File: src/rtl/debug_consts.svh
`ifndef DEBUG_CONSTS_SVH
`define DEBUG_CONSTS_SVH

// pipeline slots reported by the cpu
`define DBG_NUM_STAGES 7

// pc and opcode width per slot
`define DBG_PC_W 7

// widest value shown in decimal
`define DBG_VALUE_W 20

// seven-segment digits on the board
`define DBG_NUM_DIGITS 6

// leds and slide switches
`define DBG_LED_W 10

`endif

File: src/rtl/debug_pkg.sv
`default_nettype none

package debug_pkg;

  // one decimal digit, 0 to 9
  typedef logic [3:0] digit_t;

  // active low, bit 0 is segment a
  typedef logic [6:0] seg_t;

  // what the switches ask to show
  typedef enum logic [1:0] {
    pc_mode   = 2'd0,
    reg_mode  = 2'd1,
    flag_mode = 2'd2
  } disp_mode_e;

  // digit position, 0 is the rightmost display
  typedef logic [2:0] digit_idx_t;

endpackage

`default_nettype wire

File: src/rtl/probe_if.sv
`timescale 1ns/1ps
`default_nettype none

`include "debug_consts.svh"

interface probe_if;
  import debug_pkg::*;

  // one-cycle capture request
  logic                    start;
  // held from start until the next start
  logic [`DBG_VALUE_W-1:0] value;
  disp_mode_e              mode;
  logic                    display_on;

  modport src (output start, output value, output mode, output display_on);
  modport dst (input start, input value, input mode, input display_on);

endinterface

`default_nettype wire

File: src/rtl/digit_if.sv
`timescale 1ns/1ps
`default_nettype none

interface digit_if;
  import debug_pkg::*;

  // blank all displays, one cycle
  logic       clear;
  // one strobe per digit, index rising
  logic       valid;
  digit_idx_t index;
  digit_t     digit;
  logic       display_on;

  modport src (output clear, output valid, output index, output digit, output display_on);
  modport dst (input clear, input valid, input index, input digit, input display_on);

endinterface

`default_nettype wire

File: src/rtl/probe_select.sv
`timescale 1ns/1ps
`default_nettype none

`include "debug_consts.svh"

module probe_select (
  input  wire                   clk,
  input  wire                   rst_n,
  input  wire [`DBG_PC_W-1:0]   pc_stage [`DBG_NUM_STAGES],
  input  wire [`DBG_PC_W-1:0]   opcode_stage [`DBG_NUM_STAGES],
  input  wire [31:0]            selected_register,
  input  wire [31:0]            status_register,
  input  wire [`DBG_LED_W-1:0]  sw,
  probe_if.src                  probe,
  output logic [`DBG_LED_W-1:0] ledr
);
  import debug_pkg::*;

  // sw[7:3] code that selects the status flags
  localparam logic [4:0] FLAG_SEL = 5'b10000;

  logic [`DBG_LED_W-1:0]   sw_q;
  logic [`DBG_LED_W-1:0]   sw_prev;
  logic                    init_q;
  logic                    arm_q;
  logic                    start_next;
  logic [2:0]              slot;
  logic [`DBG_PC_W-1:0]    slot_pc;
  logic [`DBG_PC_W-1:0]    slot_opcode;
  logic [`DBG_PC_W-1:0]    opcode_rev;
  disp_mode_e              mode_next;
  logic [`DBG_VALUE_W-1:0] value_next;
  logic [`DBG_LED_W-1:0]   led_next;
  logic [`DBG_LED_W-1:0]   led_q;

  assign slot = sw_q[2:0];

  // slot mux, code 7 reads as zero
  always_comb begin
    slot_pc     = '0;
    slot_opcode = '0;
    if (int'(slot) < `DBG_NUM_STAGES) begin
      slot_pc     = pc_stage[slot];
      slot_opcode = opcode_stage[slot];
    end
  end

  // ledr[0] carries opcode bit 6
  always_comb begin
    for (int i = 0; i < `DBG_PC_W; i++) begin
      opcode_rev[i] = slot_opcode[`DBG_PC_W-1-i];
    end
  end

  // flag select wins over register select
  always_comb begin
    value_next = '0;
    if (sw_q[7:3] == FLAG_SEL) begin
      mode_next       = flag_mode;
      value_next[3:0] = status_register[31:28];
    end else if (sw_q[8]) begin
      mode_next  = reg_mode;
      value_next = selected_register[`DBG_VALUE_W-1:0];
    end else begin
      mode_next                   = pc_mode;
      value_next[`DBG_PC_W-1:0]   = slot_pc;
    end
  end

  always_comb begin
    led_next = '0;
    if (sw_q[8]) begin
      led_next = '1;
    end else begin
      led_next[`DBG_PC_W-1:0] = opcode_rev;
    end
  end

  // arm_q gives the single capture after reset
  assign start_next = (sw_q != sw_prev) || arm_q;

  always_ff @(posedge clk or negedge rst_n) begin
    if (!rst_n) begin
      sw_q        <= '0;
      sw_prev     <= '0;
      init_q      <= 1'b1;
      arm_q       <= 1'b0;
      probe.start <= 1'b0;
      led_q       <= '1;
    end else begin
      sw_q        <= sw;
      sw_prev     <= sw_q;
      init_q      <= 1'b0;
      arm_q       <= init_q;
      probe.start <= start_next;
      if (!init_q) begin
        led_q <= led_next;
      end
    end
  end

  always_ff @(posedge clk) begin
    if (start_next) begin
      probe.value <= value_next;
      probe.mode  <= mode_next;
    end
  end

  assign probe.display_on = sw_q[9];
  assign ledr             = sw_q[9] ? led_q : '1;

endmodule

`default_nettype wire

File: src/rtl/digit_extractor.sv
`timescale 1ns/1ps
`default_nettype none

`include "debug_consts.svh"

module digit_extractor (
  input  wire  clk,
  input  wire  rst_n,
  probe_if.dst probe,
  digit_if.src digits
);
  import debug_pkg::*;

  localparam digit_idx_t LAST_IDX = digit_idx_t'(`DBG_NUM_DIGITS - 1);

  logic [`DBG_VALUE_W-1:0] work;
  logic [`DBG_VALUE_W-1:0] work_next;
  digit_t                  digit_next;
  disp_mode_e              mode_q;
  digit_idx_t              cnt;
  logic                    busy;

  // one base ten step, or one flag bit per digit
  always_comb begin
    if (mode_q == flag_mode) begin
      digit_next = {3'b000, work[0]};
      work_next  = work >> 1;
    end else begin
      digit_next = digit_t'(work % `DBG_VALUE_W'(10));
      work_next  = work / `DBG_VALUE_W'(10);
    end
  end

  // a new start always restarts the sequence
  always_ff @(posedge clk or negedge rst_n) begin
    if (!rst_n) begin
      busy         <= 1'b0;
      cnt          <= '0;
      digits.clear <= 1'b0;
      digits.valid <= 1'b0;
    end else begin
      digits.clear <= probe.start;
      digits.valid <= 1'b0;
      if (probe.start) begin
        busy <= 1'b1;
        cnt  <= '0;
      end else if (busy) begin
        digits.valid <= 1'b1;
        cnt          <= cnt + 1'b1;
        if (cnt == LAST_IDX) begin
          busy <= 1'b0;
        end
      end
    end
  end

  always_ff @(posedge clk) begin
    if (probe.start) begin
      work   <= probe.value;
      mode_q <= probe.mode;
    end else if (busy) begin
      work         <= work_next;
      digits.index <= cnt;
      digits.digit <= digit_next;
    end
  end

  assign digits.display_on = probe.display_on;

endmodule

`default_nettype wire

File: src/rtl/seg_encoder.sv
`timescale 1ns/1ps
`default_nettype none

`include "debug_consts.svh"

module seg_encoder (
  input  wire             clk,
  input  wire             rst_n,
  digit_if.dst            digits,
  output debug_pkg::seg_t hex0,
  output debug_pkg::seg_t hex1,
  output debug_pkg::seg_t hex2,
  output debug_pkg::seg_t hex3,
  output debug_pkg::seg_t hex4,
  output debug_pkg::seg_t hex5
);
  import debug_pkg::*;

  seg_t seg_q [`DBG_NUM_DIGITS];

  // active low patterns, gfedcba
  function automatic seg_t seg_lookup(input digit_t d);
    case (d)
      4'd0:    seg_lookup = 7'b1000000;
      4'd1:    seg_lookup = 7'b1111001;
      4'd2:    seg_lookup = 7'b0100100;
      4'd3:    seg_lookup = 7'b0110000;
      4'd4:    seg_lookup = 7'b0011001;
      4'd5:    seg_lookup = 7'b0010010;
      4'd6:    seg_lookup = 7'b0000010;
      4'd7:    seg_lookup = 7'b1111000;
      4'd8:    seg_lookup = 7'b0000000;
      4'd9:    seg_lookup = 7'b0010000;
      default: seg_lookup = 7'b1111111;
    endcase
  endfunction

  always_ff @(posedge clk or negedge rst_n) begin
    if (!rst_n) begin
      for (int i = 0; i < `DBG_NUM_DIGITS; i++) begin
        seg_q[i] <= '1;
      end
    end else if (digits.clear) begin
      for (int i = 0; i < `DBG_NUM_DIGITS; i++) begin
        seg_q[i] <= '1;
      end
    end else if (digits.valid && (int'(digits.index) < `DBG_NUM_DIGITS)) begin
      seg_q[digits.index] <= seg_lookup(digits.digit);
    end
  end

  // dark board while the display switch is off
  assign hex0 = digits.display_on ? seg_q[0] : '1;
  assign hex1 = digits.display_on ? seg_q[1] : '1;
  assign hex2 = digits.display_on ? seg_q[2] : '1;
  assign hex3 = digits.display_on ? seg_q[3] : '1;
  assign hex4 = digits.display_on ? seg_q[4] : '1;
  assign hex5 = digits.display_on ? seg_q[5] : '1;

endmodule

`default_nettype wire

File: src/rtl/cpu_debug_display.sv
`timescale 1ns/1ps
`default_nettype none

`include "debug_consts.svh"

module cpu_debug_display (
  input  wire                   clk,
  input  wire                   rst_n,
  input  wire [`DBG_PC_W-1:0]   pc_stage [`DBG_NUM_STAGES],
  input  wire [`DBG_PC_W-1:0]   opcode_stage [`DBG_NUM_STAGES],
  input  wire [31:0]            selected_register,
  input  wire [31:0]            status_register,
  input  wire [`DBG_LED_W-1:0]  sw,
  output debug_pkg::seg_t       hex0,
  output debug_pkg::seg_t       hex1,
  output debug_pkg::seg_t       hex2,
  output debug_pkg::seg_t       hex3,
  output debug_pkg::seg_t       hex4,
  output debug_pkg::seg_t       hex5,
  output logic [`DBG_LED_W-1:0] ledr
);

  // capture request, probe stage to digit stage
  probe_if i_probe_if ();

  // digit stream, digit stage to segment stage
  digit_if i_digit_if ();

  probe_select i_probe_select (
    .clk               (clk),
    .rst_n             (rst_n),
    .pc_stage          (pc_stage),
    .opcode_stage      (opcode_stage),
    .selected_register (selected_register),
    .status_register   (status_register),
    .sw                (sw),
    .probe             (i_probe_if.src),
    .ledr              (ledr)
  );

  digit_extractor i_digit_extractor (
    .clk    (clk),
    .rst_n  (rst_n),
    .probe  (i_probe_if.dst),
    .digits (i_digit_if.src)
  );

  seg_encoder i_seg_encoder (
    .clk    (clk),
    .rst_n  (rst_n),
    .digits (i_digit_if.dst),
    .hex0   (hex0),
    .hex1   (hex1),
    .hex2   (hex2),
    .hex3   (hex3),
    .hex4   (hex4),
    .hex5   (hex5)
  );

endmodule

`default_nettype wire

File: config.mk
export PLATFORM = sky130hd
export DESIGN_NAME = cpu_debug_display
export DESIGN_NICKNAME = d
export VERILOG_FILES = /design/src/rtl/debug_pkg.sv /design/src/rtl/probe_if.sv /design/src/rtl/digit_if.sv /design/src/rtl/probe_select.sv /design/src/rtl/digit_extractor.sv /design/src/rtl/seg_encoder.sv /design/src/rtl/cpu_debug_display.sv
export VERILOG_INCLUDE_DIRS = /design/src /design/src/rtl
export SDC_FILE = /design/constraint.sdc
export NUM_CORES = 1
export LEC_CHECK = 0
export BUFFER_PORTS_ARGS = -buffer_cell sky130_fd_sc_hd__clkbuf_2
export CAP_MARGIN = 20
export CORE_UTILIZATION = 50
export DETAILED_ROUTE_END_ITERATION = 10
export PLACE_DENSITY = 0.78
export SYNTH_ARGS = -nofsm -noshare
export SYNTH_HDL_FRONTEND = slang
export SYNTH_SLANG_ARGS = --single-unit
File: constraint.sdc
create_clock -name clk -period 6.4 [get_ports clk]
set_clock_uncertainty 0.1 [all_clocks]
set_input_delay 0.64 -clock clk [delete_from_list [all_inputs] [get_ports clk]]
set_output_delay 0.64 -clock clk [all_outputs]
set_load 0.005 [all_outputs]
* Word-level counts from Yosys, hierarchy flattened
Memories as Yosys holds them, arrays and structs flattened.
Cells that the tools add are included.
** Cells by class
- Eq/ne operators :: 4
- Add/subtract/negate cells :: 1
- Div/mod/pow operators :: 2
- Reduce and logical (&&, ||, !) cells :: 7
- Bitwise operators :: 4
- Muxes and demuxes :: 38
- Magnitude comparators :: 5
** Operators by type and width (count)
- two-way mux 7 bit :: 17
- two-way mux 42 bit :: 2
- two-way mux 20 bit :: 3
- binary-select mux 7 bit (select 3 bit) :: 2
- bitwise mux 42 bit :: 1
- demux 7 bit (select 3 bit) :: 1
- divider 20 x 4 -> 20 bit, second input constant :: 1
- remainder unit 20 x 4 -> 20 bit, second input constant :: 1
- two-way mux 10 bit :: 1
- != test 10 bit :: 1
- two-way mux 3 bit :: 3
- greater-or-equal comparator 4 bit, second input constant :: 2
- NOT 3 -> 4 bit :: 2
- two-way mux 1 bit :: 7
- < comparator 3 bit, second input constant :: 2
- == test 5 bit, second input constant :: 1
- < comparator 4 x 1 -> 1 bit, second input constant :: 1
- two-way mux 4 bit :: 1
- nonzero test 2 bit :: 2
- adder 3 x 1 -> 3 bit, second input constant :: 1
- == test 3 bit, second input constant :: 1
- == test 2 bit, second input constant :: 1
- logical AND 1 bit :: 2
- NOT 1 bit :: 2
- 3 further kinds :: 3
** Storage, ports and cells
- Input port bits :: 174
- Memory bits (read-only) :: 112
- Logic and storage cells :: 87
- Register bits after elaboration :: 132
- Output and inout port bits :: 52
- Memories :: 1
** Memory list
- (name not given) :: words 16, bits a word 7, rd ports 1, clocked after memory_dff 0, write ports 0, RTL line seg_encoder.sv:23 : case (d)

* Longest topological paths before layout
- Depth in word-level cells :: 8
- Gate-level depth with buffers :: 29
- Mapped depth without buffers :: 23

* Cells and area by module
From an unflattened synthesis, not the netlist that was laid out.
** Unflattened totals
- Cell total of the unflattened synthesis :: 964
- Area, all modules :: 9014.9 µm²
** Modules (own cells, without submodules)
- digit_extractor :: cells an instance 512, sequential area each 1021.0 µm², instances 1, area an instance 3992.6 µm²
- probe_select :: cells an instance 227, sequential area each 1447.6 µm², instances 1, area an instance 2839.0 µm²
- seg_encoder :: cells an instance 225, sequential area each 1103.6 µm², instances 1, area an instance 2183.3 µm²

* Worst setup path before layout
Ideal clock, no wire load.
- Kind :: reg-to-reg
- Start :: reg i_digit_extractor.work[19]
- End :: reg i_digit_extractor.digits.digit[3] (data pin)
- Buffers on the path :: 5
- Data arrival time :: 6.512 ns
- Required time :: 6.153 ns
- Slack :: -0.359 ns
- Clock period less this slack :: 6.759 ns
- Cell stages (with the launch flop) :: 29
- Library setup time :: 0.147 ns
- Cell sequence :: edfxtp_1 > buf_6 > nand2b_4 > buf_6 > a21oi_1 > o32ai_1 > or3_4 > mux4_2 > or3_1 > buf_2 > a311o_1 > o311a_1 > a41o_1 > o22a_1 > buf_4 > xnor2_1 > a211o_1 > o211a_4 > o211ai_4 > a2bb2oi_2 > nand3_2 > buf_6 > o221ai_1 > a21oi_1 > or3_1 > xnor2_1 > ha_1 > or4_1 > a21oi_1
** On the way
- Word-level cells in the longest chain between the ends :: 1
** Ends and longest elaborated chain
- start, declared :: RTL line digit_extractor.sv:16 : logic [`DBG_VALUE_W-1:0] work;
- start signal, assigned :: RTL line digit_extractor.sv:59 : work <= probe.value;
- start signal, assigned :: RTL line digit_extractor.sv:62 : work <= work_next;
- remainder unit 20 x 4 -> 20 bit :: RTL line digit_extractor.sv:29 : digit_next = digit_t'(work % `DBG_VALUE_W'(10));
- end signal, assigned :: RTL line digit_extractor.sv:64 : digits.digit <= digit_next;
- end, declared :: RTL line digit_if.sv:15 : modport src (output clear, output valid, output index, output digit, output display_on);
No other way between the ends.
A chain may end at the register's enable or synchronous reset.

* Final worst setup path
- Start :: reg i_digit_extractor.work[17]
- End :: reg i_digit_extractor.work[0] (data pin)
** On the way
- Word-level cells in the longest chain between the ends :: 4
** Ends and longest elaborated chain
- divider 20 x 4 -> 20 bit :: RTL line digit_extractor.sv:30 : work_next = work / `DBG_VALUE_W'(10);
- two-way mux 20 bit :: RTL line digit_extractor.sv:25 : if (mode_q == flag_mode) begin
- two-way mux 20 bit :: RTL line digit_extractor.sv:61 : end else if (busy) begin
- two-way mux 20 bit :: RTL line digit_extractor.sv:58 : if (probe.start) begin
No other way between the ends. The select of a mux whose other input is x is not followed.

==> impl_metrics.csv <==
group,metric,value,unit
cts,clk-insertion-delay-late,0.42,ns
synthesis,synthMuxAreaShare,0.0791,
cts,cts_root_buf,"clkbuf_16",
floorplan,die_x,139,µm
timing,rsz0062_at_grt,"true",
route,drtIter0Drc,952,
synthesis,synth_compound_area_frac,0.246,
pwr,switching_share,0.341,
synthesis,synth-xor-area-share,0.0281,
synthesis,avgSynthCellArea,9.14,µm²
synthesis,ys_warn_count,0,
placement,place_ws,-0.647,ns
global_route,antenna_found_initial,0,
critical_path,slowest_delay,0.49,ns
synthesis,synthesis.area,9340,µm²
timing,max-slew-margin-rel,0.288,
finish,syn2layout_area_growth,34.0,%
global_route,grt_max_degree,80,
route,antenna_left,0,
pwr,power_frac_comb,0.445,
synthesis,synthCells,1022,
timing,hold_viol,0,
synthesis,ys_types,100,
route,vias,9424,
placement,postPlaceCellArea,11300,µm²
critical_path,path_class,"flop to flop",
synthesis,synth_ff_type,"edfxtp_1",
pwr,seqPwrFrac,0.275,
finish,multi_input_comb_area,5650,µm²
timing,setup_viol,5,
critical_path,cp_max_fo,6,
timing,tightest_slew,1.07,ns
placement,hpwl,19200,µm
synthesis,synthesis.nets,1205,
pwr,intPower,2300,µW
floorplan,ios,226,
finish,n_fill_cell,1322,
outcome,status,"finished with violations",
outcome,violations,"negative setup slack",
synthesis,synth_top_family_by_area,"compound AO/OA/AOI/OAI gates",
global_route,globalRouteTotalUtil,0.295,
critical_path,end_kind,"flop",
pwr,p_sw,1190,µW
pwr,irDropWorstVdd,201,µV
floorplan,die_h,139,µm
critical_path,crit_arrival,7.07,ns
global_route,grt_pass1_vias,9173,
pwr,p_per_area,279,nW/µm²
global_route,busiest_layer,"met2",
global_route,grt_pass1_wl,45600,µm
finish,fin_util,0.689,
timing,timing.final.ws_setup,-0.606,ns
route,first_pass_iters,5,
global_route,grt.met1_usage,0.357,
cts,numCtsBuffers,17,
finish,num_antenna_cells,0,
timing,min_period_over_period,1.09,
finish,fin_area,12500,µm²
finish,layout_common_cells,"clkbuf_2 (184), buf_4 (172), nor2_1 (107)",
cts,cts_max_level,4,
synthesis,seq_area_frac_synth,0.383,
finish,fin_nets,1496,
floorplan,rows,49,
floorplan,initial_utilization,0.515,
cts,cts_hold_buf,0,
finish,layout-drive-gt1-share,0.413,
critical_path,critPathRequiredTime,6.46,ns
synthesis,synth-simple-area-share,0.198,
synthesis,yosys.area_share.adder,0.0142,
synthesis,synth_edf_count,51,
critical_path,cp_slowest_cell,"mux4_2",
global_route,gr-total-overflow,0,
timing,tns,-2.38,ns
placement,port_buffers,185,
job,maxCapViolCount,0,
floorplan,die-area,19200,µm²
min_path,hold_class,"primary input to flop",
critical_path,path_common_cell,"buf_4",
timing,fin_crit,7.01,ns
pwr,p_clk_frac,0.280,
pwr,total_leakage_power,0.00527,µW
global_route,gr-usage-met2,0.523,
finish,regArea,3570,µm²
route,drt-total-wl,28800,µm
route,drc,0,
finish,layout_commonest_cell,"clkbuf_2",
synthesis,ys_seq_elements,130,
floorplan,fp.coreArea,18100,µm²
route,avgRoutedWirePerCell,18.5,µm
route,routed_via_density,6.06,
cts,clk_pin_slew,0.06,ns
global_route,globalRouteMet3Util,0.0418,
critical_path,start_kind,"flop",
cts,numClockSinks,130,
placement,place_congestion,0.946,
timing,fmax,143,MHz
timing,slew_violations,0,
cts,cts_tree,"yes",
cts,clockBufferDepth,2,
synthesis,synthArstFlopShare,0.608,
[sequential cells by signal, summed over array words and instances (netlist names)]
signal	count
i_probe_select.probe.start	1
i_seg_encoder.seg_q	42
i_probe_select.sw_prev	10
i_probe_select.sw_q	10
i_digit_extractor.mode_q	2
i_probe_select.arm_q	1
i_digit_extractor.digits.digit	4
i_digit_extractor.digits.valid	1
i_digit_extractor.cnt	3
i_digit_extractor.digits.clear	1
i_probe_select.init_q	1
i_probe_select.probe.value	20
i_digit_extractor.work	20
i_digit_extractor.busy	1
i_digit_extractor.digits.index	3
i_probe_select.led_q	8
i_probe_select.probe.mode	2
[cell usage after synthesis, types with 8 or more instances]
cell type  number  share of area
mux4_2         15          0.036
nor4_1          9         0.0060
ha_1            9          0.012
and3_1         16          0.011
o21ai_0        62          0.033
xor2_1         12          0.011
xnor2_1        18          0.017
nand2_1        68          0.027
nand3_1        28          0.015
mux2i_1        25          0.027
mux2_2          8         0.0096
or3_1           8         0.0054
clkbuf_1       65          0.026
nand2b_1       55          0.037
o21ai_1        11         0.0059
edfxtp_1       51           0.16
a211o_1        38          0.036
o211ai_1       12         0.0096
nor2_1        108          0.043
nor3_1         24          0.013
inv_1          20         0.0080
dfrtp_1        28          0.075
buf_1           8         0.0032
nor2b_1        13         0.0087
a211oi_1       18          0.014
o31ai_1         8         0.0064
buf_2          11         0.0059
dfstp_2        51           0.14
a21oi_1        64          0.034
[power by group through the flow]
stage	Clock (µW)	Sequential, µW	Combinational (µW)
after global placement	0	967	1210
after CTS	984	955	1390
after detailed placement	0	969	1230
final	977	958	1550
after global routing	1020	962	1640
after floorplan	0	941	778
[path summary, 6_finish.rpt]
check	from	to	slack (ns)	depth (start not counted)
max in group asynchronous	rst_n	i_probe_select.sw_prev[1]	5.28	1
hold / removal	sw[4]	i_probe_select.sw_q[4]	0.22	1
setup / recovery	i_digit_extractor.work[17]	i_digit_extractor.work[0]	-0.61	29
setup reg to reg	i_digit_extractor.work[17]	i_digit_extractor.work[0]	-0.61	29
min in group asynchronous	rst_n	i_probe_select.sw_q[3]	0.31	1
hold reg to reg	i_probe_select.sw_q[7]	i_probe_select.sw_prev[7]	0.32	0
[cell type report]
cell class / count / area share
Clock buffer: 19 / 0.0354
Sequential cell: 130 / 0.286
Inverter: 26 / 0.00780
Timing Repair Buffer: 363 / 0.185
Clock inverter: 13 / 0.0118
Multi-Input combinational cell: 775 / 0.452
Tap cell: 229 / 0.0229
[repair_timing]
action / in CTS / in global routing
pin swaps: 23 / 16
endpoints found under the hold margin: 0 / 0
gates cloned: 0 / 0
endpoints found under the setup margin: 5 / 6
resized for setup: 42 / 27
buffers inserted: 23 / 10
[worst max-delay path: cells and delay by family (launching register included)]
kind                   cells  cell delay, ns
AO/OA/AOI/OAI             14            3.07
buffers and inverters      8            1.13
multiplexers               4            1.37
AND/OR/NAND/NOR            3            0.64
flip-flops                 1            0.41
[per-stage QoR]
stage          instances  hold WS (ns)  total power, µW
2_1_floorplan       1022         0.244             1720
3_3_place_gp        1490         0.302             2180
3_5_place_dp        1490         0.305             2200
4_1_cts             1544         0.208             3320
5_1_grt             1555         0.209             3620
6_report            1555         0.222             3490
[kinds of logic after synthesis]
logic type               Yosys count
buffers and inverters            117
adder cells (fa/ha/maj)           11
multiplexers                      51
AO/OA/AOI/OAI                    315
XOR/XNOR                          30
other                              1
AND/OR/NAND/NOR                  367
flip-flops                       130
[per-layer routing]
layer  vias up  part of all wire
li1       4380                 -
met1      4485              0.39
met2       464              0.51
met3        95             0.058
met4         0             0.037
met5         -                 0
(Power assumes the default switching activity.)
